<file path="config.mk">
export PLATFORM = sky130hd
export DESIGN_NAME = lsu_xbar_flat
export DESIGN_NICKNAME = d
export VERILOG_FILES = /design/src/logic/lsu_pkg.sv /design/src/logic/axil_if.sv /design/src/logic/lsu_xbar.sv /design/src/flat_wrapper.sv
export SDC_FILE = /design/constraint.sdc
export NUM_CORES = 1
export LEC_CHECK = 0
export BUFFER_PORTS_ARGS = -buffer_cell sky130_fd_sc_hd__buf_2
export CORE_AREA = 3 3 224 226
export DETAILED_ROUTE_END_ITERATION = 10
export DIE_AREA = 0 0 227 229
export GPL_ROUTABILITY_DRIVEN = 0
export PLACE_DENSITY_LB_ADDON = 0.1
export SYNTH_ARGS = -nofsm -noshare
export SYNTH_HDL_FRONTEND = slang
export SYNTH_SLANG_ARGS = --single-unit
</file>
<file path="constraint.sdc">
create_clock -name vclk -period 5.7
set_input_delay 1.14 -clock vclk [all_inputs]
set_output_delay 1.14 -clock vclk [all_outputs]
set_load 0.01 [all_outputs]
</file>
<file path="src/logic/lsu_pkg.sv">
package lsu_pkg;

    // device address map
    localparam logic [31:0] dev_serial_addr = 32'ha000_03f8;
    localparam logic [31:0] dev_clint_base  = 32'ha000_0048;
    localparam logic [31:0] dev_clint_end   = 32'ha000_004f;

    // same encoding as the core's mask field
    typedef enum logic [1:0] {
        size_none = 2'b00,
        size_byte = 2'b01,
        size_half = 2'b10,
        size_word = 2'b11
    } size_e;

    typedef enum logic [1:0] {
        resp_okay   = 2'b00,
        resp_exokay = 2'b01,
        resp_slverr = 2'b10,
        resp_decerr = 2'b11
    } resp_e;

endpackage

</file>
<file path="src/logic/axil_if.sv">
interface axil_if;
    import lsu_pkg::*;

    logic [31:0] araddr;
    logic        arvalid, arready;
    logic [31:0] rdata;
    resp_e       rresp;
    logic        rvalid, rready;
    logic [31:0] awaddr;
    logic        awvalid, awready;
    logic [31:0] wdata;
    logic [3:0]  wstrb;
    logic        wvalid, wready;
    resp_e       bresp;
    logic        bvalid, bready;

    modport master (
        output araddr, arvalid, rready, awaddr, awvalid, wdata, wstrb, wvalid, bready,
        input  arready, rdata, rresp, rvalid, awready, wready, bresp, bvalid
    );

    modport slave (
        input  araddr, arvalid, rready, awaddr, awvalid, wdata, wstrb, wvalid, bready,
        output arready, rdata, rresp, rvalid, awready, wready, bresp, bvalid
    );

endinterface

</file>
<file path="src/logic/lsu_xbar.sv">
module lsu_xbar (
    axil_if.slave  upstream,
    axil_if.master sram,
    axil_if.master uart,
    axil_if.master clint
);
    import lsu_pkg::*;

    localparam logic [1:0] sel_sram  = 2'd0;
    localparam logic [1:0] sel_uart  = 2'd1;
    localparam logic [1:0] sel_clint = 2'd2;

    logic [1:0] rd_sel;
    logic [1:0] wr_sel;

    // anything unmapped lands in the sram
    function automatic logic [1:0] decode(input logic [31:0] a);
        if (a == dev_serial_addr) return sel_uart;
        if (a >= dev_clint_base && a <= dev_clint_end) return sel_clint;
        return sel_sram;
    endfunction

    assign rd_sel = decode(upstream.araddr);
    assign wr_sel = decode(upstream.awaddr);

    assign sram.araddr  = upstream.araddr;
    assign uart.araddr  = upstream.araddr;
    assign clint.araddr = upstream.araddr;
    assign sram.awaddr  = upstream.awaddr;
    assign uart.awaddr  = upstream.awaddr;
    assign clint.awaddr = upstream.awaddr;
    assign sram.wdata   = upstream.wdata;
    assign uart.wdata   = upstream.wdata;
    assign clint.wdata  = upstream.wdata;
    assign sram.wstrb   = upstream.wstrb;
    assign uart.wstrb   = upstream.wstrb;
    assign clint.wstrb  = upstream.wstrb;

    // valids and readies only reach the selected device
    assign sram.arvalid  = upstream.arvalid && (rd_sel == sel_sram);
    assign uart.arvalid  = upstream.arvalid && (rd_sel == sel_uart);
    assign clint.arvalid = upstream.arvalid && (rd_sel == sel_clint);
    assign sram.rready   = upstream.rready && (rd_sel == sel_sram);
    assign uart.rready   = upstream.rready && (rd_sel == sel_uart);
    assign clint.rready  = upstream.rready && (rd_sel == sel_clint);
    assign sram.awvalid  = upstream.awvalid && (wr_sel == sel_sram);
    assign uart.awvalid  = upstream.awvalid && (wr_sel == sel_uart);
    assign clint.awvalid = upstream.awvalid && (wr_sel == sel_clint);
    assign sram.wvalid   = upstream.wvalid && (wr_sel == sel_sram);
    assign uart.wvalid   = upstream.wvalid && (wr_sel == sel_uart);
    assign clint.wvalid  = upstream.wvalid && (wr_sel == sel_clint);
    assign sram.bready   = upstream.bready && (wr_sel == sel_sram);
    assign uart.bready   = upstream.bready && (wr_sel == sel_uart);
    assign clint.bready  = upstream.bready && (wr_sel == sel_clint);

    always_comb begin
        case (rd_sel)
            sel_uart: begin
                upstream.arready = uart.arready;
                upstream.rdata   = uart.rdata;
                upstream.rresp   = uart.rresp;
                upstream.rvalid  = uart.rvalid;
            end
            sel_clint: begin
                upstream.arready = clint.arready;
                upstream.rdata   = clint.rdata;
                upstream.rresp   = clint.rresp;
                upstream.rvalid  = clint.rvalid;
            end
            default: begin
                upstream.arready = sram.arready;
                upstream.rdata   = sram.rdata;
                upstream.rresp   = sram.rresp;
                upstream.rvalid  = sram.rvalid;
            end
        endcase
    end

    always_comb begin
        case (wr_sel)
            sel_uart: begin
                upstream.awready = uart.awready;
                upstream.wready  = uart.wready;
                upstream.bresp   = uart.bresp;
                upstream.bvalid  = uart.bvalid;
            end
            sel_clint: begin
                upstream.awready = clint.awready;
                upstream.wready  = clint.wready;
                upstream.bresp   = clint.bresp;
                upstream.bvalid  = clint.bvalid;
            end
            default: begin
                upstream.awready = sram.awready;
                upstream.wready  = sram.wready;
                upstream.bresp   = sram.bresp;
                upstream.bvalid  = sram.bvalid;
            end
        endcase
    end

endmodule

</file>
<file path="src/flat_wrapper.sv">
// flat-port wrapper written by rule: the top's interface ports become plain ports
module lsu_xbar_flat import lsu_pkg::*;
  (upstream_araddr, upstream_arvalid, upstream_rready, upstream_awaddr, upstream_awvalid, upstream_wdata, upstream_wstrb, upstream_wvalid, upstream_bready, upstream_arready, upstream_rdata, upstream_rresp, upstream_rvalid, upstream_awready, upstream_wready, upstream_bresp, upstream_bvalid, sram_araddr, sram_arvalid, sram_rready, sram_awaddr, sram_awvalid, sram_wdata, sram_wstrb, sram_wvalid, sram_bready, sram_arready, sram_rdata, sram_rresp, sram_rvalid, sram_awready, sram_wready, sram_bresp, sram_bvalid, uart_araddr, uart_arvalid, uart_rready, uart_awaddr, uart_awvalid, uart_wdata, uart_wstrb, uart_wvalid, uart_bready, uart_arready, uart_rdata, uart_rresp, uart_rvalid, uart_awready, uart_wready, uart_bresp, uart_bvalid, clint_araddr, clint_arvalid, clint_rready, clint_awaddr, clint_awvalid, clint_wdata, clint_wstrb, clint_wvalid, clint_bready, clint_arready, clint_rdata, clint_rresp, clint_rvalid, clint_awready, clint_wready, clint_bresp, clint_bvalid);
  axil_if upstream_i ();
  axil_if sram_i ();
  axil_if uart_i ();
  axil_if clint_i ();
  input wire logic [$bits(upstream_i.araddr)-1:0] upstream_araddr;
  input wire logic [$bits(upstream_i.arvalid)-1:0] upstream_arvalid;
  input wire logic [$bits(upstream_i.rready)-1:0] upstream_rready;
  input wire logic [$bits(upstream_i.awaddr)-1:0] upstream_awaddr;
  input wire logic [$bits(upstream_i.awvalid)-1:0] upstream_awvalid;
  input wire logic [$bits(upstream_i.wdata)-1:0] upstream_wdata;
  input wire logic [$bits(upstream_i.wstrb)-1:0] upstream_wstrb;
  input wire logic [$bits(upstream_i.wvalid)-1:0] upstream_wvalid;
  input wire logic [$bits(upstream_i.bready)-1:0] upstream_bready;
  output wire logic [$bits(upstream_i.arready)-1:0] upstream_arready;
  output wire logic [$bits(upstream_i.rdata)-1:0] upstream_rdata;
  output wire logic [$bits(upstream_i.rresp)-1:0] upstream_rresp;
  output wire logic [$bits(upstream_i.rvalid)-1:0] upstream_rvalid;
  output wire logic [$bits(upstream_i.awready)-1:0] upstream_awready;
  output wire logic [$bits(upstream_i.wready)-1:0] upstream_wready;
  output wire logic [$bits(upstream_i.bresp)-1:0] upstream_bresp;
  output wire logic [$bits(upstream_i.bvalid)-1:0] upstream_bvalid;
  output wire logic [$bits(sram_i.araddr)-1:0] sram_araddr;
  output wire logic [$bits(sram_i.arvalid)-1:0] sram_arvalid;
  output wire logic [$bits(sram_i.rready)-1:0] sram_rready;
  output wire logic [$bits(sram_i.awaddr)-1:0] sram_awaddr;
  output wire logic [$bits(sram_i.awvalid)-1:0] sram_awvalid;
  output wire logic [$bits(sram_i.wdata)-1:0] sram_wdata;
  output wire logic [$bits(sram_i.wstrb)-1:0] sram_wstrb;
  output wire logic [$bits(sram_i.wvalid)-1:0] sram_wvalid;
  output wire logic [$bits(sram_i.bready)-1:0] sram_bready;
  input wire logic [$bits(sram_i.arready)-1:0] sram_arready;
  input wire logic [$bits(sram_i.rdata)-1:0] sram_rdata;
  input wire logic [$bits(sram_i.rresp)-1:0] sram_rresp;
  input wire logic [$bits(sram_i.rvalid)-1:0] sram_rvalid;
  input wire logic [$bits(sram_i.awready)-1:0] sram_awready;
  input wire logic [$bits(sram_i.wready)-1:0] sram_wready;
  input wire logic [$bits(sram_i.bresp)-1:0] sram_bresp;
  input wire logic [$bits(sram_i.bvalid)-1:0] sram_bvalid;
  output wire logic [$bits(uart_i.araddr)-1:0] uart_araddr;
  output wire logic [$bits(uart_i.arvalid)-1:0] uart_arvalid;
  output wire logic [$bits(uart_i.rready)-1:0] uart_rready;
  output wire logic [$bits(uart_i.awaddr)-1:0] uart_awaddr;
  output wire logic [$bits(uart_i.awvalid)-1:0] uart_awvalid;
  output wire logic [$bits(uart_i.wdata)-1:0] uart_wdata;
  output wire logic [$bits(uart_i.wstrb)-1:0] uart_wstrb;
  output wire logic [$bits(uart_i.wvalid)-1:0] uart_wvalid;
  output wire logic [$bits(uart_i.bready)-1:0] uart_bready;
  input wire logic [$bits(uart_i.arready)-1:0] uart_arready;
  input wire logic [$bits(uart_i.rdata)-1:0] uart_rdata;
  input wire logic [$bits(uart_i.rresp)-1:0] uart_rresp;
  input wire logic [$bits(uart_i.rvalid)-1:0] uart_rvalid;
  input wire logic [$bits(uart_i.awready)-1:0] uart_awready;
  input wire logic [$bits(uart_i.wready)-1:0] uart_wready;
  input wire logic [$bits(uart_i.bresp)-1:0] uart_bresp;
  input wire logic [$bits(uart_i.bvalid)-1:0] uart_bvalid;
  output wire logic [$bits(clint_i.araddr)-1:0] clint_araddr;
  output wire logic [$bits(clint_i.arvalid)-1:0] clint_arvalid;
  output wire logic [$bits(clint_i.rready)-1:0] clint_rready;
  output wire logic [$bits(clint_i.awaddr)-1:0] clint_awaddr;
  output wire logic [$bits(clint_i.awvalid)-1:0] clint_awvalid;
  output wire logic [$bits(clint_i.wdata)-1:0] clint_wdata;
  output wire logic [$bits(clint_i.wstrb)-1:0] clint_wstrb;
  output wire logic [$bits(clint_i.wvalid)-1:0] clint_wvalid;
  output wire logic [$bits(clint_i.bready)-1:0] clint_bready;
  input wire logic [$bits(clint_i.arready)-1:0] clint_arready;
  input wire logic [$bits(clint_i.rdata)-1:0] clint_rdata;
  input wire logic [$bits(clint_i.rresp)-1:0] clint_rresp;
  input wire logic [$bits(clint_i.rvalid)-1:0] clint_rvalid;
  input wire logic [$bits(clint_i.awready)-1:0] clint_awready;
  input wire logic [$bits(clint_i.wready)-1:0] clint_wready;
  input wire logic [$bits(clint_i.bresp)-1:0] clint_bresp;
  input wire logic [$bits(clint_i.bvalid)-1:0] clint_bvalid;
  assign upstream_i.araddr = upstream_araddr;
  assign upstream_i.arvalid = upstream_arvalid;
  assign upstream_i.rready = upstream_rready;
  assign upstream_i.awaddr = upstream_awaddr;
  assign upstream_i.awvalid = upstream_awvalid;
  assign upstream_i.wdata = upstream_wdata;
  assign upstream_i.wstrb = upstream_wstrb;
  assign upstream_i.wvalid = upstream_wvalid;
  assign upstream_i.bready = upstream_bready;
  assign upstream_arready = upstream_i.arready;
  assign upstream_rdata = upstream_i.rdata;
  assign upstream_rresp = upstream_i.rresp;
  assign upstream_rvalid = upstream_i.rvalid;
  assign upstream_awready = upstream_i.awready;
  assign upstream_wready = upstream_i.wready;
  assign upstream_bresp = upstream_i.bresp;
  assign upstream_bvalid = upstream_i.bvalid;
  assign sram_araddr = sram_i.araddr;
  assign sram_arvalid = sram_i.arvalid;
  assign sram_rready = sram_i.rready;
  assign sram_awaddr = sram_i.awaddr;
  assign sram_awvalid = sram_i.awvalid;
  assign sram_wdata = sram_i.wdata;
  assign sram_wstrb = sram_i.wstrb;
  assign sram_wvalid = sram_i.wvalid;
  assign sram_bready = sram_i.bready;
  assign sram_i.arready = sram_arready;
  assign sram_i.rdata = sram_rdata;
  assign sram_i.rresp = sram_rresp;
  assign sram_i.rvalid = sram_rvalid;
  assign sram_i.awready = sram_awready;
  assign sram_i.wready = sram_wready;
  assign sram_i.bresp = sram_bresp;
  assign sram_i.bvalid = sram_bvalid;
  assign uart_araddr = uart_i.araddr;
  assign uart_arvalid = uart_i.arvalid;
  assign uart_rready = uart_i.rready;
  assign uart_awaddr = uart_i.awaddr;
  assign uart_awvalid = uart_i.awvalid;
  assign uart_wdata = uart_i.wdata;
  assign uart_wstrb = uart_i.wstrb;
  assign uart_wvalid = uart_i.wvalid;
  assign uart_bready = uart_i.bready;
  assign uart_i.arready = uart_arready;
  assign uart_i.rdata = uart_rdata;
  assign uart_i.rresp = uart_rresp;
  assign uart_i.rvalid = uart_rvalid;
  assign uart_i.awready = uart_awready;
  assign uart_i.wready = uart_wready;
  assign uart_i.bresp = uart_bresp;
  assign uart_i.bvalid = uart_bvalid;
  assign clint_araddr = clint_i.araddr;
  assign clint_arvalid = clint_i.arvalid;
  assign clint_rready = clint_i.rready;
  assign clint_awaddr = clint_i.awaddr;
  assign clint_awvalid = clint_i.awvalid;
  assign clint_wdata = clint_i.wdata;
  assign clint_wstrb = clint_i.wstrb;
  assign clint_wvalid = clint_i.wvalid;
  assign clint_bready = clint_i.bready;
  assign clint_i.arready = clint_arready;
  assign clint_i.rdata = clint_rdata;
  assign clint_i.rresp = clint_rresp;
  assign clint_i.rvalid = clint_rvalid;
  assign clint_i.awready = clint_awready;
  assign clint_i.wready = clint_wready;
  assign clint_i.bresp = clint_bresp;
  assign clint_i.bvalid = clint_bvalid;
  lsu_xbar u_core (.upstream(upstream_i), .sram(sram_i), .uart(uart_i), .clint(clint_i));
endmodule
</file>
==> results.md <==
- RSZ-0062 raised after global routing: false
- Max-cap viol count: 0
- Max Clock Freq: 215.9 MHz
- Final setup fails: 0
- Reg area: 0 um2
- Antenna violations before repair: 3
- Setup_tns: 0 ns
- Post-Syn Nets: 679
- I/O Buffers: 440
- Startpoint types: primary input
- Pre-Repair DR Iteration Count: 4
- Setup Buffers After CTS: 0
- Area leader, netlist: buf_4
- Most used cell, CP: buf_2
- Standard-cell rows: 81
- Share of cells above drive strength 1: 80.58%
- Seq/Total Area, Yosys: 0%
- Syn avg cell area: 7.579 um2
- WP data required: 4.56 ns
- Crit. End Element: output pin
- Leakage power: 2.165 nW
- Top cell type's share of synthesized area: 65.89%
- Drt via density: 2.803
- Syn. warnings: 0
- Fillers: 5767
- WL/cell: 16.15 um
- Initial Util: 7.041%
- Slowest stage delay, CP: 0.71 ns
- Crit Path Category: primary input to output pin
- Max VDD drop: 19.84 uV
- Period minus WS final: 4.632 ns
- Final hold violation count: 0
- Die area: 51980 um2
- IO Count: 584
- Remaining Overflow, GRT: 0
- Data arrival time of the critical path: 3.49 ns
- Die Span X: 227 um
- Cts hold-fix bufs: 0
- Synthesized cell area: 3418 um2
- Final wirelength: 19560 um
- Maximum fanout along the worst path: 32
- Pin slew with the least headroom to its limit: 0.7823 ns
- Post-route ant nets: 0
- DPL Wire Length: 17680 um
- Worst Path Buf+Inv: 3
- DR DRC count: 0
- Cell area power density: 63.58 nW/um2
- Relative slew margins: 47.36%
- Vias in the first global route: 3366
- HP Class: primary input to output pin
- Synth cell types: 31
- CP cell instances: buf_2, nand2b_1, or4_2, buf_4, o22ai_1, a2bb2oi_2, buf_2
- Die Y-Extent: 229 um
- Synthesis-to-finish area growth: 21.85%
- First-pass GRT wire length: 24380 um
- Gate Count Post-Synth: 451
- GRT Total Usage: 6.544%
- Pins Over Slew Limit: 0
- Post-CTS resize count: 0
- Largest net degree at the start of global routing: 33
- Core Region: 48550 um2
- Status: finished clean
- CP max stage cell: or4_2
- Total power: 0.0002648 W
- Nets: 817
- Multi-input logic area: 1075 um2
- DR iter-0 viols: 66
- Seq Cell Count: 0
- Delay-heaviest family, CP: simple AND/OR/NAND/NOR gates
- CLK BUF: 0
- Vias: 3395
- Synth area leaders: buf_4 66%, a2bb2oi_2 7.0%, o22ai_1 5.9%
- Crit share post-route: 81.26%
==> final cells by class <==
cell class                 count  area share, %
tap                          622          18.68
inverter                       6         0.5407
antenna                        2         0.1202
timing repair buffer         451          54.85
multi-input combinational    130          25.80
==> power breakdown <==
part	switching, W	internal (W)
Clock	0	0.0000000000470
Sequential	0	0
Combinational	0.000141	0.000124
==> per-layer routing <==
layer	GRT usage [%]	routed length, um	part of all wire, %
met1	6.017	6381	33
met2	14.33	10820	55
met3	1.743	2189	11
met4	0.4511	167	0.85
met5	0	0	0
==> Yosys cell counts (2+ instances only) <==
| library cell | instances |
|---|---|
| nor2_1 | 2 |
| nand2_1 | 2 |
| a2bb2oi_1 | 16 |
| a22o_1 | 8 |
| and3_1 | 11 |
| buf_4 | 300 |
| and2_1 | 3 |
| nor2b_1 | 2 |
| buf_6 | 2 |
| a2bb2oi_2 | 16 |
| a22oi_1 | 5 |
| o22ai_1 | 32 |
| o32ai_1 | 4 |
| nand4_1 | 3 |
| nor4_1 | 7 |
| nand2b_1 | 2 |
| or4_1 | 2 |
| nor4bb_1 | 2 |
| clkbuf_1 | 8 |
| nor3_1 | 2 |
| inv_1 | 6 |
| nor4b_1 | 4 |
| buf_2 | 4 |
==> cells in the final DEF, fill, tap and decap left out, types with 2 or more instances in the layout <==
cell type  count
nand4_1        3
a2bb2oi_2     16
and2_1         3
a22o_1         8
nand2b_1       2
nor2b_1        2
o22ai_1       32
a2bb2oi_1     16
nor4b_1        4
buf_2        440
o32ai_1        4
diode_2        2
nor4_1         7
buf_4         11
a22oi_1        5
nor4bb_1       2
nor3_1         2
and3_1        11
inv_1          6
==> logic make-up after synthesis <==
family                 after synthesis  synth area share [%]
buffers and inverters              321                 69.11
AOI/OAI and AO/OA                   84                 22.00
and+or+nand+nor                     46                 8.895
==> metrics by stage <==
| step | cells | instance area (um2) | hold slack (ns) | worst slack, ns | util [%] |
|---|---|---|---|---|---|
| 3_3_place_gp | 1209 | 4160 | 2.280 | 1.016 | 8.570 |
| 6_report | 1211 | 4165 | 2.280 | 1.068 | 8.580 |
| 2_1_floorplan | 451 | 3418 | 2.372 | 1.950 | - |
| 4_1_cts | 1209 | 4160 | 2.280 | 1.010 | 8.570 |
| 5_1_grt | 1210 | 4163 | 2.280 | 0.9541 | 8.575 |
| 3_5_place_dp | 1209 | 4160 | 2.280 | 1.015 | 8.570 |
==> path summary, 6_finish.rpt <==
| check | startpoint | end | depth (start not counted) |
|---|---|---|---|
| worst min-delay path | upstream_wdata[11] | sram_wdata[11] | 0 |
| worst max-delay path | upstream_araddr[1] | upstream_rdata[13] | 7 |
(Power assumes the default switching activity.)
