### src/logic/lsu_pkg.sv
package lsu_pkg;

    // device address map
    localparam logic [31:0] dev_serial_addr = 32'ha000_03f8;
    localparam logic [31:0] dev_clint_base  = 32'ha000_0048;
    localparam logic [31:0] dev_clint_end   = 32'ha000_004f;

    // same encoding as the core's mask field
    typedef enum logic [1:0] {
        size_none = 2'b00,
        size_byte = 2'b01,
        size_half = 2'b10,
        size_word = 2'b11
    } size_e;

    typedef enum logic [1:0] {
        resp_okay   = 2'b00,
        resp_exokay = 2'b01,
        resp_slverr = 2'b10,
        resp_decerr = 2'b11
    } resp_e;

endpackage

### src/logic/axil_if.sv
interface axil_if;
    import lsu_pkg::*;

    logic [31:0] araddr;
    logic        arvalid, arready;
    logic [31:0] rdata;
    resp_e       rresp;
    logic        rvalid, rready;
    logic [31:0] awaddr;
    logic        awvalid, awready;
    logic [31:0] wdata;
    logic [3:0]  wstrb;
    logic        wvalid, wready;
    resp_e       bresp;
    logic        bvalid, bready;

    modport master (
        output araddr, arvalid, rready, awaddr, awvalid, wdata, wstrb, wvalid, bready,
        input  arready, rdata, rresp, rvalid, awready, wready, bresp, bvalid
    );

    modport slave (
        input  araddr, arvalid, rready, awaddr, awvalid, wdata, wstrb, wvalid, bready,
        output arready, rdata, rresp, rvalid, awready, wready, bresp, bvalid
    );

endinterface

### src/logic/uart_dev.sv
module uart_dev (
    input  logic       clk,
    input  logic       rst_n,
    axil_if.slave      bus,
    output logic [7:0] tx_data,
    output logic       tx_valid
);
    import lsu_pkg::*;

    logic w_hs;
    logic [7:0] lane_byte;

    assign bus.arready = ~bus.rvalid;
    assign bus.awready = ~bus.bvalid;
    assign bus.wready  = ~bus.bvalid;
    assign bus.rdata   = 32'd0; // no receiver
    assign bus.rresp   = resp_okay;
    assign bus.bresp   = resp_okay;

    assign w_hs = bus.wvalid & bus.wready;

    // lowest strobed lane
    always_comb begin
        if (bus.wstrb[0])      lane_byte = bus.wdata[7:0];
        else if (bus.wstrb[1]) lane_byte = bus.wdata[15:8];
        else if (bus.wstrb[2]) lane_byte = bus.wdata[23:16];
        else                   lane_byte = bus.wdata[31:24];
    end

    always_ff @(posedge clk) begin
        if (!rst_n) begin
            tx_valid   <= 1'b0;
            bus.rvalid <= 1'b0;
            bus.bvalid <= 1'b0;
        end else begin
            tx_valid <= w_hs;
            if (bus.arvalid && bus.arready)    bus.rvalid <= 1'b1;
            else if (bus.rvalid && bus.rready) bus.rvalid <= 1'b0;
            if (w_hs)                          bus.bvalid <= 1'b1;
            else if (bus.bvalid && bus.bready) bus.bvalid <= 1'b0;
        end
    end

    always_ff @(posedge clk) begin
        if (w_hs) tx_data <= lane_byte;
    end

endmodule

### src/flat_wrapper.sv
// flat-port wrapper written by rule: the top's interface ports become plain ports
module uart_dev_flat import lsu_pkg::*;
  (clk, rst_n, tx_data, tx_valid, bus_araddr, bus_arvalid, bus_rready, bus_awaddr, bus_awvalid, bus_wdata, bus_wstrb, bus_wvalid, bus_bready, bus_arready, bus_rdata, bus_rresp, bus_rvalid, bus_awready, bus_wready, bus_bresp, bus_bvalid);
  axil_if bus_i ();
  input  logic clk;
  input  logic rst_n;
  output logic [7:0] tx_data;
  output logic tx_valid;
  input wire logic [$bits(bus_i.araddr)-1:0] bus_araddr;
  input wire logic [$bits(bus_i.arvalid)-1:0] bus_arvalid;
  input wire logic [$bits(bus_i.rready)-1:0] bus_rready;
  input wire logic [$bits(bus_i.awaddr)-1:0] bus_awaddr;
  input wire logic [$bits(bus_i.awvalid)-1:0] bus_awvalid;
  input wire logic [$bits(bus_i.wdata)-1:0] bus_wdata;
  input wire logic [$bits(bus_i.wstrb)-1:0] bus_wstrb;
  input wire logic [$bits(bus_i.wvalid)-1:0] bus_wvalid;
  input wire logic [$bits(bus_i.bready)-1:0] bus_bready;
  output wire logic [$bits(bus_i.arready)-1:0] bus_arready;
  output wire logic [$bits(bus_i.rdata)-1:0] bus_rdata;
  output wire logic [$bits(bus_i.rresp)-1:0] bus_rresp;
  output wire logic [$bits(bus_i.rvalid)-1:0] bus_rvalid;
  output wire logic [$bits(bus_i.awready)-1:0] bus_awready;
  output wire logic [$bits(bus_i.wready)-1:0] bus_wready;
  output wire logic [$bits(bus_i.bresp)-1:0] bus_bresp;
  output wire logic [$bits(bus_i.bvalid)-1:0] bus_bvalid;
  assign bus_i.araddr = bus_araddr;
  assign bus_i.arvalid = bus_arvalid;
  assign bus_i.rready = bus_rready;
  assign bus_i.awaddr = bus_awaddr;
  assign bus_i.awvalid = bus_awvalid;
  assign bus_i.wdata = bus_wdata;
  assign bus_i.wstrb = bus_wstrb;
  assign bus_i.wvalid = bus_wvalid;
  assign bus_i.bready = bus_bready;
  assign bus_arready = bus_i.arready;
  assign bus_rdata = bus_i.rdata;
  assign bus_rresp = bus_i.rresp;
  assign bus_rvalid = bus_i.rvalid;
  assign bus_awready = bus_i.awready;
  assign bus_wready = bus_i.wready;
  assign bus_bresp = bus_i.bresp;
  assign bus_bvalid = bus_i.bvalid;
  uart_dev u_core (.clk(clk), .rst_n(rst_n), .bus(bus_i), .tx_data(tx_data), .tx_valid(tx_valid));
endmodule
### config.mk
export PLATFORM = sky130hd
export DESIGN_NAME = uart_dev_flat
export DESIGN_NICKNAME = d
export VERILOG_FILES = /design/src/logic/lsu_pkg.sv /design/src/logic/axil_if.sv /design/src/logic/uart_dev.sv /design/src/flat_wrapper.sv
export SDC_FILE = /design/constraint.sdc
export NUM_CORES = 1
export LEC_CHECK = 0
export ABC_CLOCK_PERIOD_IN_PS = 1310
export BUFFER_PORTS_ARGS = -buffer_cell sky130_fd_sc_hd__buf_2
export CORE_MARGIN = 4
export CORE_UTILIZATION = 27
export CTS_CLUSTER_SIZE = 24
export DETAILED_ROUTE_END_ITERATION = 7
export GPL_ROUTABILITY_DRIVEN = 0
export PLACE_DENSITY = 0.88
export SYNTH_ARGS = -nofsm -noshare
export SYNTH_HDL_FRONTEND = slang
export SYNTH_SLANG_ARGS = --single-unit
### constraint.sdc
create_clock -name clk -period 1.31 [get_ports clk]
set_input_delay 0 -clock clk [delete_from_list [all_inputs] [get_ports clk]]
set_output_delay 0 -clock clk [all_outputs]
set_load 0.02 [all_outputs]
==> impl_metrics.csv, run 1 <==
group,metric,value,unit
status,status,"finished clean",
cts,cts_root_buf,"clkbuf_4",
floorplanning,fp.dieH,66.3,microns
detailed_routing,viasPerCell,3.85,
worst_setup_path,worst_path_largest_cell_delay,550,ps
finish,layout.cells.non_filler,196,
sta,hold_viol_final,0,
worst_setup_path,cp-start-kind,"input pin",
cts,htree_num_levels,1,
synth,synth-seq-cells,11,
finish,nets,260,
worst_setup_path,cp.arrival,1430,ps
floorplanning,coreArea,3150,sq um
pwr,internal-power,0.642,mW
pwr,vdd_ir_drop_max,0.222,mV
cts,cts-resized-gates,0,
detailed_routing,dr.pass1.iters,4,
worst_setup_path,r2r_slack,60,ps
pwr,p_leak,0.597,nW
finish,antennaDiodeCount,0,
finish,syn_to_final_growth,26.2,%
grt,antenna_found_initial,0,
synth,avgSynthCellArea,9.98,sq um
floorplanning,design.die.area,4400,sq um
worst_setup_path,cp_data_required_time,1460,ps
placed_design,port_buffers,54,
sta,final_max_slew_viol_count,0,
pwr,power_frac_seq,0.424,
worst_setup_path,crit_type,"in -> reg",
sta,fin_skew,2.31,ps
hold_path,min_to,"u_core.tx_data[5]$_DFFE_PP_",
floorplanning,start_util,0.291,
sta,layout_setup_ws,36.5,ps
detailed_routing,route.detailed.drc,0,
worst_setup_path,rr_worst_depth,3,
placed_design,place_ws,203,ps
worst_setup_path,worstReg2RegEnd,"u_core.bus.rvalid$_SDFFE_PN0P_",
grt,grtUsageMet2,0.166,
grt,overflow,0,
sta,rsz0062_at_grt,"no",
sta,final-setup-viol-count,0,
detailed_routing,routedWlPerCell,11.7,microns
detailed_routing,drtIter0Drc,33,
pwr,p_switching,0.337,mW
grt,globalRouteMet3Util,0.0221,
grt,grt_use_total,0.0979,
sta,period_share,0.972,
synth,synth-seq-area-share,0.327,
grt,grt_pass1_wl,3130,microns
synth,syn_inst,92,
sta,fmax,785,MHz
placed_design,dp.cells,187,
grt,busiest_layer,"met2",
cts,cts_setup_buffers,0,
pwr,clkPwrFrac,0.232,
sta,tns,0,ps
detailed_routing,wirelength,2290,microns
worst_setup_path,crit_family,"buffers and inverters",
floorplanning,ios,157,
placed_design,dp_hpwl,1760,microns
finish,layout-drive-gt1-share,0.401,
job,drv_cap,0,
worst_setup_path,cp-end-kind,"flop",
cts,clk_path_buf_depth,2,
pwr,power_density,845,nW/um^2
hold_path,holdPathStages,3,
floorplanning,die_w,66.3,microns
detailed_routing,antenna_left,0,
worst_setup_path,cp_slowest_cell,"dlygate4sd3_1",
cts,clock_latency,260,ps
synth,syn_area,918,sq um
hold_path,min_from,"bus_wdata[5]",
synth,yosys_warnings,0,
grt,grt_pass1_vias,658,
grt,met1_usage,0.111,
synth,ys_types,16,
pwr,p_total,0.979,mW
hold_path,worst_hold_path_type,"in -> reg",
finish,nFillCells,339,
worst_setup_path,cp_max_fo,1,
grt,grt_max_degree,18,
worst_setup_path,cpMostUsedCell,"dlygate4sd3_1",
worst_setup_path,critPathBufInv,3,
floorplanning,num_rows,20,
pwr,combPwrFrac,0.345,
worst_setup_path,r2r_start,"u_core.bus.rvalid$_SDFFE_PN0P_",
cts,path_clk_slew,70,ps
sta,hold_ws,95.1,ps
cts,cts_tree,"done",
sta,post-route-min-period,1270,ps
worst_setup_path,crit_chain,"dlygate4sd3_1 -> buf_2 -> o211a_1 -> dlygate4sd3_1",
detailed_routing,vias,755,
cts,clock_sinks,11,
pwr,p_sw_frac,0.345,
cts,numCtsBuffers,3,
==> cell usage after synthesis, drive strengths merged <==
cell type	count	area (sq um)
buf	39	300
nand2	2	7.51
edfxtp	8	240
a221oi	1	15.0
nor2b	8	50.1
a211oi	7	57.6
o211a	2	20.0
and2	1	6.26
mux2i	8	80.1
inv	3	11.3
nor2	1	6.26
nor3b	8	60.1
dfxtp	3	60.1
conb	1	3.75
==> cell type report <==
type	count	area, sq um	share of cell area
Inverter	3	11.3	0.00972
Clock buffer	4	26.3	0.0227
Timing Repair Buffer	60	328	0.283
Tap cell	44	55.1	0.0475
Sequential cell	11	300	0.259
Multi-Input combinational cell	74	438	0.378
==> timing repair <==
action,4_1_cts,5_1_grt
hold endpoints to repair,3,0
endpoints found under the setup margin,0,0
hold buffers,5,0
==> layout by cell type, fill, tap and decap left out, drive strengths merged <==
master,synthesis,layout
o211a,2,2
conb,1,36
mux2i,8,8
inv,3,3
dfxtp,3,3
nor3b,8,8
buf,39,55
nor2b,8,8
edfxtp,8,8
clkbuf,0,4
nor2,1,1
and2,1,1
dlygate4sd3,0,5
a221oi,1,1
a211oi,7,7
nand2,2,2
==> state kept, by name, indices dropped and copies added, names as in the netlist <==
register and cells:
u_core.bus.rvalid 1, u_core.bus.bvalid 1, u_core.tx_valid 1, u_core.tx_data 8
==> worst reg2reg max path, delay by kind of cell, from the launching register on <==
kind                   cells  cell delay, ps
buffers and inverters      1             550
flip-flops                 1             380
AO/OA/AOI/OAI              1             120
AND/OR/NAND/NOR            1              90
==> per-stage QoR <==
stage                util  instance area (sq um)
floorplan               -                   1050
global placement    0.343                   1080
detailed placement  0.343                   1080
CTS                 0.367                   1160
global route        0.367                   1160
finish              0.367                   1160
==> metal layers <==
metal / share of wire / vias up
li1: - / 365
met4: 0.020 / 0
met1: 0.37 / 314
met3: 0.18 / 6
met2: 0.43 / 70
met5: 0 / -
==> power by group through the flow <==
stage	registers [mW]	clock network (mW)	logic, mW
floorplan	0.455	0	0.267
global placement	0.421	0	0.319
detailed placement	0.423	0	0.322
CTS	0.415	0.238	0.336
global route	0.416	0.251	0.369
finish	0.415	0.227	0.337
==> cells by family (layout without fill, tap and decap cells) <==
| group | Yosys count | in the layout | synth area share |
|---|---|---|---|
| buffers and inverters | 42 | 67 | 0.339 |
| other | 1 | 36 | 0.00408 |
| flip-flops | 11 | 11 | 0.327 |
| AO/OA/AOI/OAI | 10 | 10 | 0.101 |
| AND/OR/NAND/NOR | 20 | 20 | 0.142 |
| multiplexers | 8 | 8 | 0.0872 |
==> worst max-delay path by stage <==
stage	startpoint	end	slack (ps)	depth (start not counted)
after CTS	bus_wvalid	u_core.bus.bvalid$_SDFFE_PN0P_	80	4
final	bus_arvalid	u_core.bus.rvalid$_SDFFE_PN0P_	40	4
after global placement	bus_wstrb[0]	u_core.tx_data[3]$_DFFE_PP_	200	3
after detailed placement	bus_wstrb[0]	u_core.tx_data[1]$_DFFE_PP_	200	3
after global routing	u_core.bus.rvalid$_SDFFE_PN0P_	u_core.bus.rvalid$_SDFFE_PN0P_	10	3
after floorplan	u_core.bus.bvalid$_SDFFE_PN0P_	u_core.tx_data[0]$_DFFE_PP_	90	1
Note: power is estimated with default switching activity, not from simulation.
==> run 2, diff against run 1 <==
--- a/config.mk
+++ b/config.mk
@@ -12,6 +12,7 @@
 export CTS_CLUSTER_SIZE = 24
 export DETAILED_ROUTE_END_ITERATION = 7
 export GPL_ROUTABILITY_DRIVEN = 0
+export MAX_ROUTING_LAYER = met4
 export PLACE_DENSITY = 0.88
 export SYNTH_ARGS = -nofsm -noshare
 export SYNTH_HDL_FRONTEND = slang
==> run 2 against run 1 <==
Net effect: worst setup slack about the same; critical path type unchanged; sequential power about the same; sequential cell count stayed put.
==> impl_metrics.csv, run 2 (synthesized netlist as in run 1, its figures left out) <==
group,metric,value,unit
status,status,"finished clean",
sta,post-route-min-period,1270,ps
sta,tns,0,ps
sta,final-setup-viol-count,0,
floorplanning,die_w,66.3,microns
finish,layout.cells.non_filler,196,
finish,layout-drive-gt1-share,0.401,
detailed_routing,dr.pass1.iters,4,
placed_design,place_ws,203,ps
worst_setup_path,crit_type,"in -> reg",
detailed_routing,wirelength,2290,microns
finish,nets,260,
finish,syn_to_final_growth,26.2,%
finish,finish.instance_area,1160,sq um
sta,layout_setup_ws,36.5,ps
grt,grt_use_total,0.100,
floorplanning,fp.dieH,66.3,microns
floorplanning,num_rows,20,
finish,multi_input_area,438,sq um
worst_setup_path,cp_data_required_time,1460,ps
floorplanning,coreArea,3150,sq um
detailed_routing,antenna_left,0,
sta,period_share,0.972,
placed_design,dp_hpwl,1760,microns
pwr,p_leak,0.597,nW
worst_setup_path,cp-start-kind,"input pin",
sta,final_max_slew_viol_count,0,
grt,grt_pass1_vias,657,
cts,numCtsBuffers,3,
hold_path,worst_hold_path_type,"in -> reg",
detailed_routing,vias,755,
placed_design,port_buffers,54,
detailed_routing,route.detailed.drc,0,
cts,cts_tree,"done",
finish,final_util,0.367,
floorplanning,ios,157,
cts,clk_path_buf_depth,2,
cts,cts_root_buf,"clkbuf_4",
sta,hold_viol_final,0,
worst_setup_path,cp-end-kind,"flop",
worst_setup_path,worst_path_largest_cell_delay,550,ps
finish,nFillCells,339,
detailed_routing,routedWlPerCell,11.7,microns
floorplanning,design.die.area,4400,sq um
cts,htree_num_levels,1,
cts,clock_sinks,11,
grt,antenna_found_initial,0,
sta,fmax,785,MHz
detailed_routing,drtIter0Drc,44,
worst_setup_path,cp_slowest_cell,"dlygate4sd3_1",
sta,fin_skew,2.31,ps
cts,path_clk_slew,70,ps
placed_design,dp.cells,187,
finish,layout_commonest_cell,"buf_2",
pwr,power_density,845,nW/um^2
cts,clock_latency,260,ps
worst_setup_path,cp.arrival,1430,ps
worst_setup_path,cp_max_fo,1,
worst_setup_path,critPathBufInv,3,
cts,cts-resized-gates,0,
worst_setup_path,cpMostUsedCell,"dlygate4sd3_1",
grt,grt_pass1_wl,3130,microns
worst_setup_path,crit_chain,"dlygate4sd3_1 -> buf_2 -> o211a_1 -> dlygate4sd3_1",
finish,largest_reg_flops,8,
finish,regArea,300,sq um
sta,rsz0062_at_grt,"no",
placed_design,placedInstanceArea,1080,sq um
grt,grt_max_degree,18,
grt,overflow,0,
pwr,vdd_ir_drop_max,0.222,mV
finish,largest-register,"u_core.tx_data",
finish,layout_common_cells,"buf_2 (54), conb_1 (36)",
finish,antennaDiodeCount,0,
worst_setup_path,crit_family,"buffers and inverters",
floorplanning,start_util,0.291,
detailed_routing,viasPerCell,3.85,
job,drv_cap,0,
[run 2: cell counts in the layout (fill, tap and decap cells not counted)]
Identical to the previous run, type by type.
[run 2: worst paths after layout]
path | from | endpoint | slack (ps) | cells after the start
max | bus_arvalid | u_core.bus.rvalid$_SDFFE_PN0P_ | 40 | 4
min | bus_wdata[5] | u_core.tx_data[5]$_DFFE_PP_ | 100 | 3
max reg2reg | u_core.bus.rvalid$_SDFFE_PN0P_ | u_core.bus.rvalid$_SDFFE_PN0P_ | 60 | 3
min reg2reg | u_core.bus.bvalid$_SDFFE_PN0P_ | u_core.tx_data[2]$_DFFE_PP_ | 770 | 2
[run 2: stage by stage]
| stage | power (mW) | hold slack, ps |
|---|---|---|
| 6_report | 0.979 | 95.1 |
| 5_1_grt | 1.04 | 102 |
| 4_1_cts | 0.989 | 86.1 |
| 3_5_place_dp | 0.745 | 229 |
| 3_3_place_gp | 0.739 | 226 |
| 2_1_floorplan | 0.722 | 122 |
[run 2: worst register-to-register path, cell delays in order, from the launching register on]
cell           delay (ps)
dfxtp_1               380
nand2_1                90
o211a_1               120
dlygate4sd3_1         550
[run 2: layout make-up]
| class | count | area share |
|---|---|---|
| Inverter | 3 | 0.00972 |
| Multi-Input combinational cell | 74 | 0.378 |
| Sequential cell | 11 | 0.259 |
| Tap cell | 44 | 0.0475 |
| Clock buffer | 4 | 0.0227 |
| Timing Repair Buffer | 60 | 0.283 |
[run 2: per-layer routing]
metal	vias up	track usage	part of all wire
met5	-	-	0
met4	0	0.0558	0.020
met2	70	0.166	0.43
met3	6	0.0170	0.17
li1	365	-	-
met1	314	0.114	0.38
[run 2: power breakdown]
group / leakage, nW / switching (mW) / internal [mW]
Combinational: 0.482 / 0.219 / 0.119
Clock: 0.0150 / 0.109 / 0.118
Sequential: 0.100 / 0.00981 / 0.405
Total: 0.597 / 0.337 / 0.642
[run 2: timing repair]
| item | in CTS | in global routing |
|---|---|---|
| setup buffers | 0 | 0 |
| hold buffers | 5 | 0 |
| hold endpoints to repair | 3 | 0 |
==> run 3, diff against run 2 <==
--- a/config.mk
+++ b/config.mk
@@ -13,7 +13,7 @@
 export DETAILED_ROUTE_END_ITERATION = 7
 export GPL_ROUTABILITY_DRIVEN = 0
 export MAX_ROUTING_LAYER = met4
-export PLACE_DENSITY = 0.88
+export PLACE_DENSITY = 0.8
 export SYNTH_ARGS = -nofsm -noshare
 export SYNTH_HDL_FRONTEND = slang
 export SYNTH_SLANG_ARGS = --single-unit
==> run 3 against run 2 <==
Net effect: clock skew fell by 1.9 ps; core utilization fell by 0.079 points; non-clock buffer count did not move; total power fell by 1.0%; critical endpoint unchanged; largest cell class unchanged.
==> impl_metrics.csv, run 3 (synthesized netlist as in run 1, its figures left out) <==
group,metric,value,unit
cts,htree_num_levels,1,
worst_setup_path,crit_type,"in -> reg",
cts,clock_sinks,11,
finish,finish.instance_area,1160,sq um
detailed_routing,dr.pass1.iters,4,
finish,syn_to_final_growth,25.9,%
detailed_routing,wirelength,2150,microns
finish,largest-register,"u_core.tx_data",
floorplanning,fp.dieH,66.3,microns
cts,cts_root_buf,"clkbuf_4",
detailed_routing,routedWlPerCell,11.0,microns
detailed_routing,viasPerCell,3.84,
finish,nets,260,
sta,period_share,0.950,
pwr,internal-power,0.640,mW
cts,clk_path_buf_depth,2,
job,drv_cap,0,
worst_setup_path,cp-end-kind,"flop",
sta,tns,0,ps
pwr,power_frac_seq,0.427,
finish,largest_reg_flops,8,
pwr,vdd_ir_drop_max,0.259,mV
floorplanning,coreArea,3150,sq um
pwr,p_leak,0.596,nW
hold_path,worst_hold_path_type,"in -> reg",
sta,final-setup-viol-count,0,
worst_setup_path,cp_data_required_time,1450,ps
finish,antennaDiodeCount,0,
floorplanning,num_rows,20,
grt,grt_use_total,0.0907,
sta,post-route-min-period,1240,ps
pwr,clkPwrFrac,0.227,
finish,layout_commonest_cell,"buf_2",
detailed_routing,antenna_left,0,
detailed_routing,drtIter0Drc,28,
sta,hold_ws,29.5,ps
sta,rsz0062_at_grt,"no",
cts,hold_buffers,3,
sta,final_max_slew_viol_count,0,
sta,fmax,803,MHz
worst_setup_path,cp.arrival,1390,ps
pwr,p_switching,0.329,mW
pwr,combPwrFrac,0.346,
floorplanning,die_w,66.3,microns
detailed_routing,vias,752,
grt,grt_pass1_wl,2840,microns
floorplanning,ios,157,
pwr,p_total,0.969,mW
pwr,p_sw_frac,0.339,
placed_design,dp_hpwl,1800,microns
cts,cts_setup_buffers,0,
finish,layout_common_cells,"buf_2 (54), conb_1 (36)",
placed_design,port_buffers,54,
cts,path_clk_slew,70,ps
finish,layout-drive-gt1-share,0.408,
placed_design,placedInstanceArea,1090,sq um
worst_setup_path,cp-start-kind,"input pin",
pwr,power_density,838,nW/um^2
cts,clock_latency,250,ps
grt,overflow,0,
status,status,"finished clean",
grt,grt_max_degree,12,
sta,hold_viol_final,0,
sta,fin_skew,0.383,ps
worst_setup_path,cp_max_fo,1,
cts,cts-resized-gates,0,
cts,cts_tree,"done",
detailed_routing,route.detailed.drc,0,
grt,antenna_found_initial,0,
floorplanning,design.die.area,4400,sq um
grt,grt_pass1_vias,626,
floorplanning,start_util,0.291,
cts,numCtsBuffers,3,
-- run 3: power by group through the flow --
stage	Sequential (mW)	Combinational (mW)	Clock, mW
4_1_cts	0.414	0.334	0.227
3_3_place_gp	0.420	0.321	0
5_1_grt	0.417	0.366	0.250
2_1_floorplan	0.455	0.267	0
6_report	0.414	0.336	0.220
3_5_place_dp	0.421	0.325	0
-- run 3: metal layers --
metal  wire (microns)  up-vias  track usage
met5                0        -            -
met4               32        0       0.0381
met3              367        4       0.0170
met2              866       77        0.140
met1              883      307        0.116
li1                 -      364            -
-- run 3: worst paths after layout --
path | startpoint | end | slack, ps | cells after the start
setup / recovery | bus_arvalid | u_core.bus.rvalid$_SDFFE_PN0P_ | 70 | 4
hold / removal | bus_bready | u_core.bus.bvalid$_SDFFE_PN0P_ | 30 | 3
setup reg to reg | u_core.bus.rvalid$_SDFFE_PN0P_ | u_core.bus.rvalid$_SDFFE_PN0P_ | 100 | 2
hold reg to reg | u_core.bus.bvalid$_SDFFE_PN0P_ | u_core.bus.bvalid$_SDFFE_PN0P_ | 610 | 2
-- run 3: cell type report --
type	count	area (sq um)
clock buffer	4	26.3
fill	329	2000
inverter	3	11.3
multi-input combinational	74	438
sequential	11	300
tap	44	55.1
timing repair buffer	60	325
-- run 3: metrics by stage --
stage	instances	setup WS (ps)	utilization
finish	196	65.1	0.367
global route	196	55.9	0.367
CTS	195	85.4	0.363
detailed placement	188	287	0.346
global placement	188	290	0.346
floorplan	127	94.0	-
-- run 3: worst max-delay path, cell delays in order --
cell,delay [ps]
dlygate4sd3_1,530
buf_2,120
o211a_1,190
dlygate4sd3_1,550
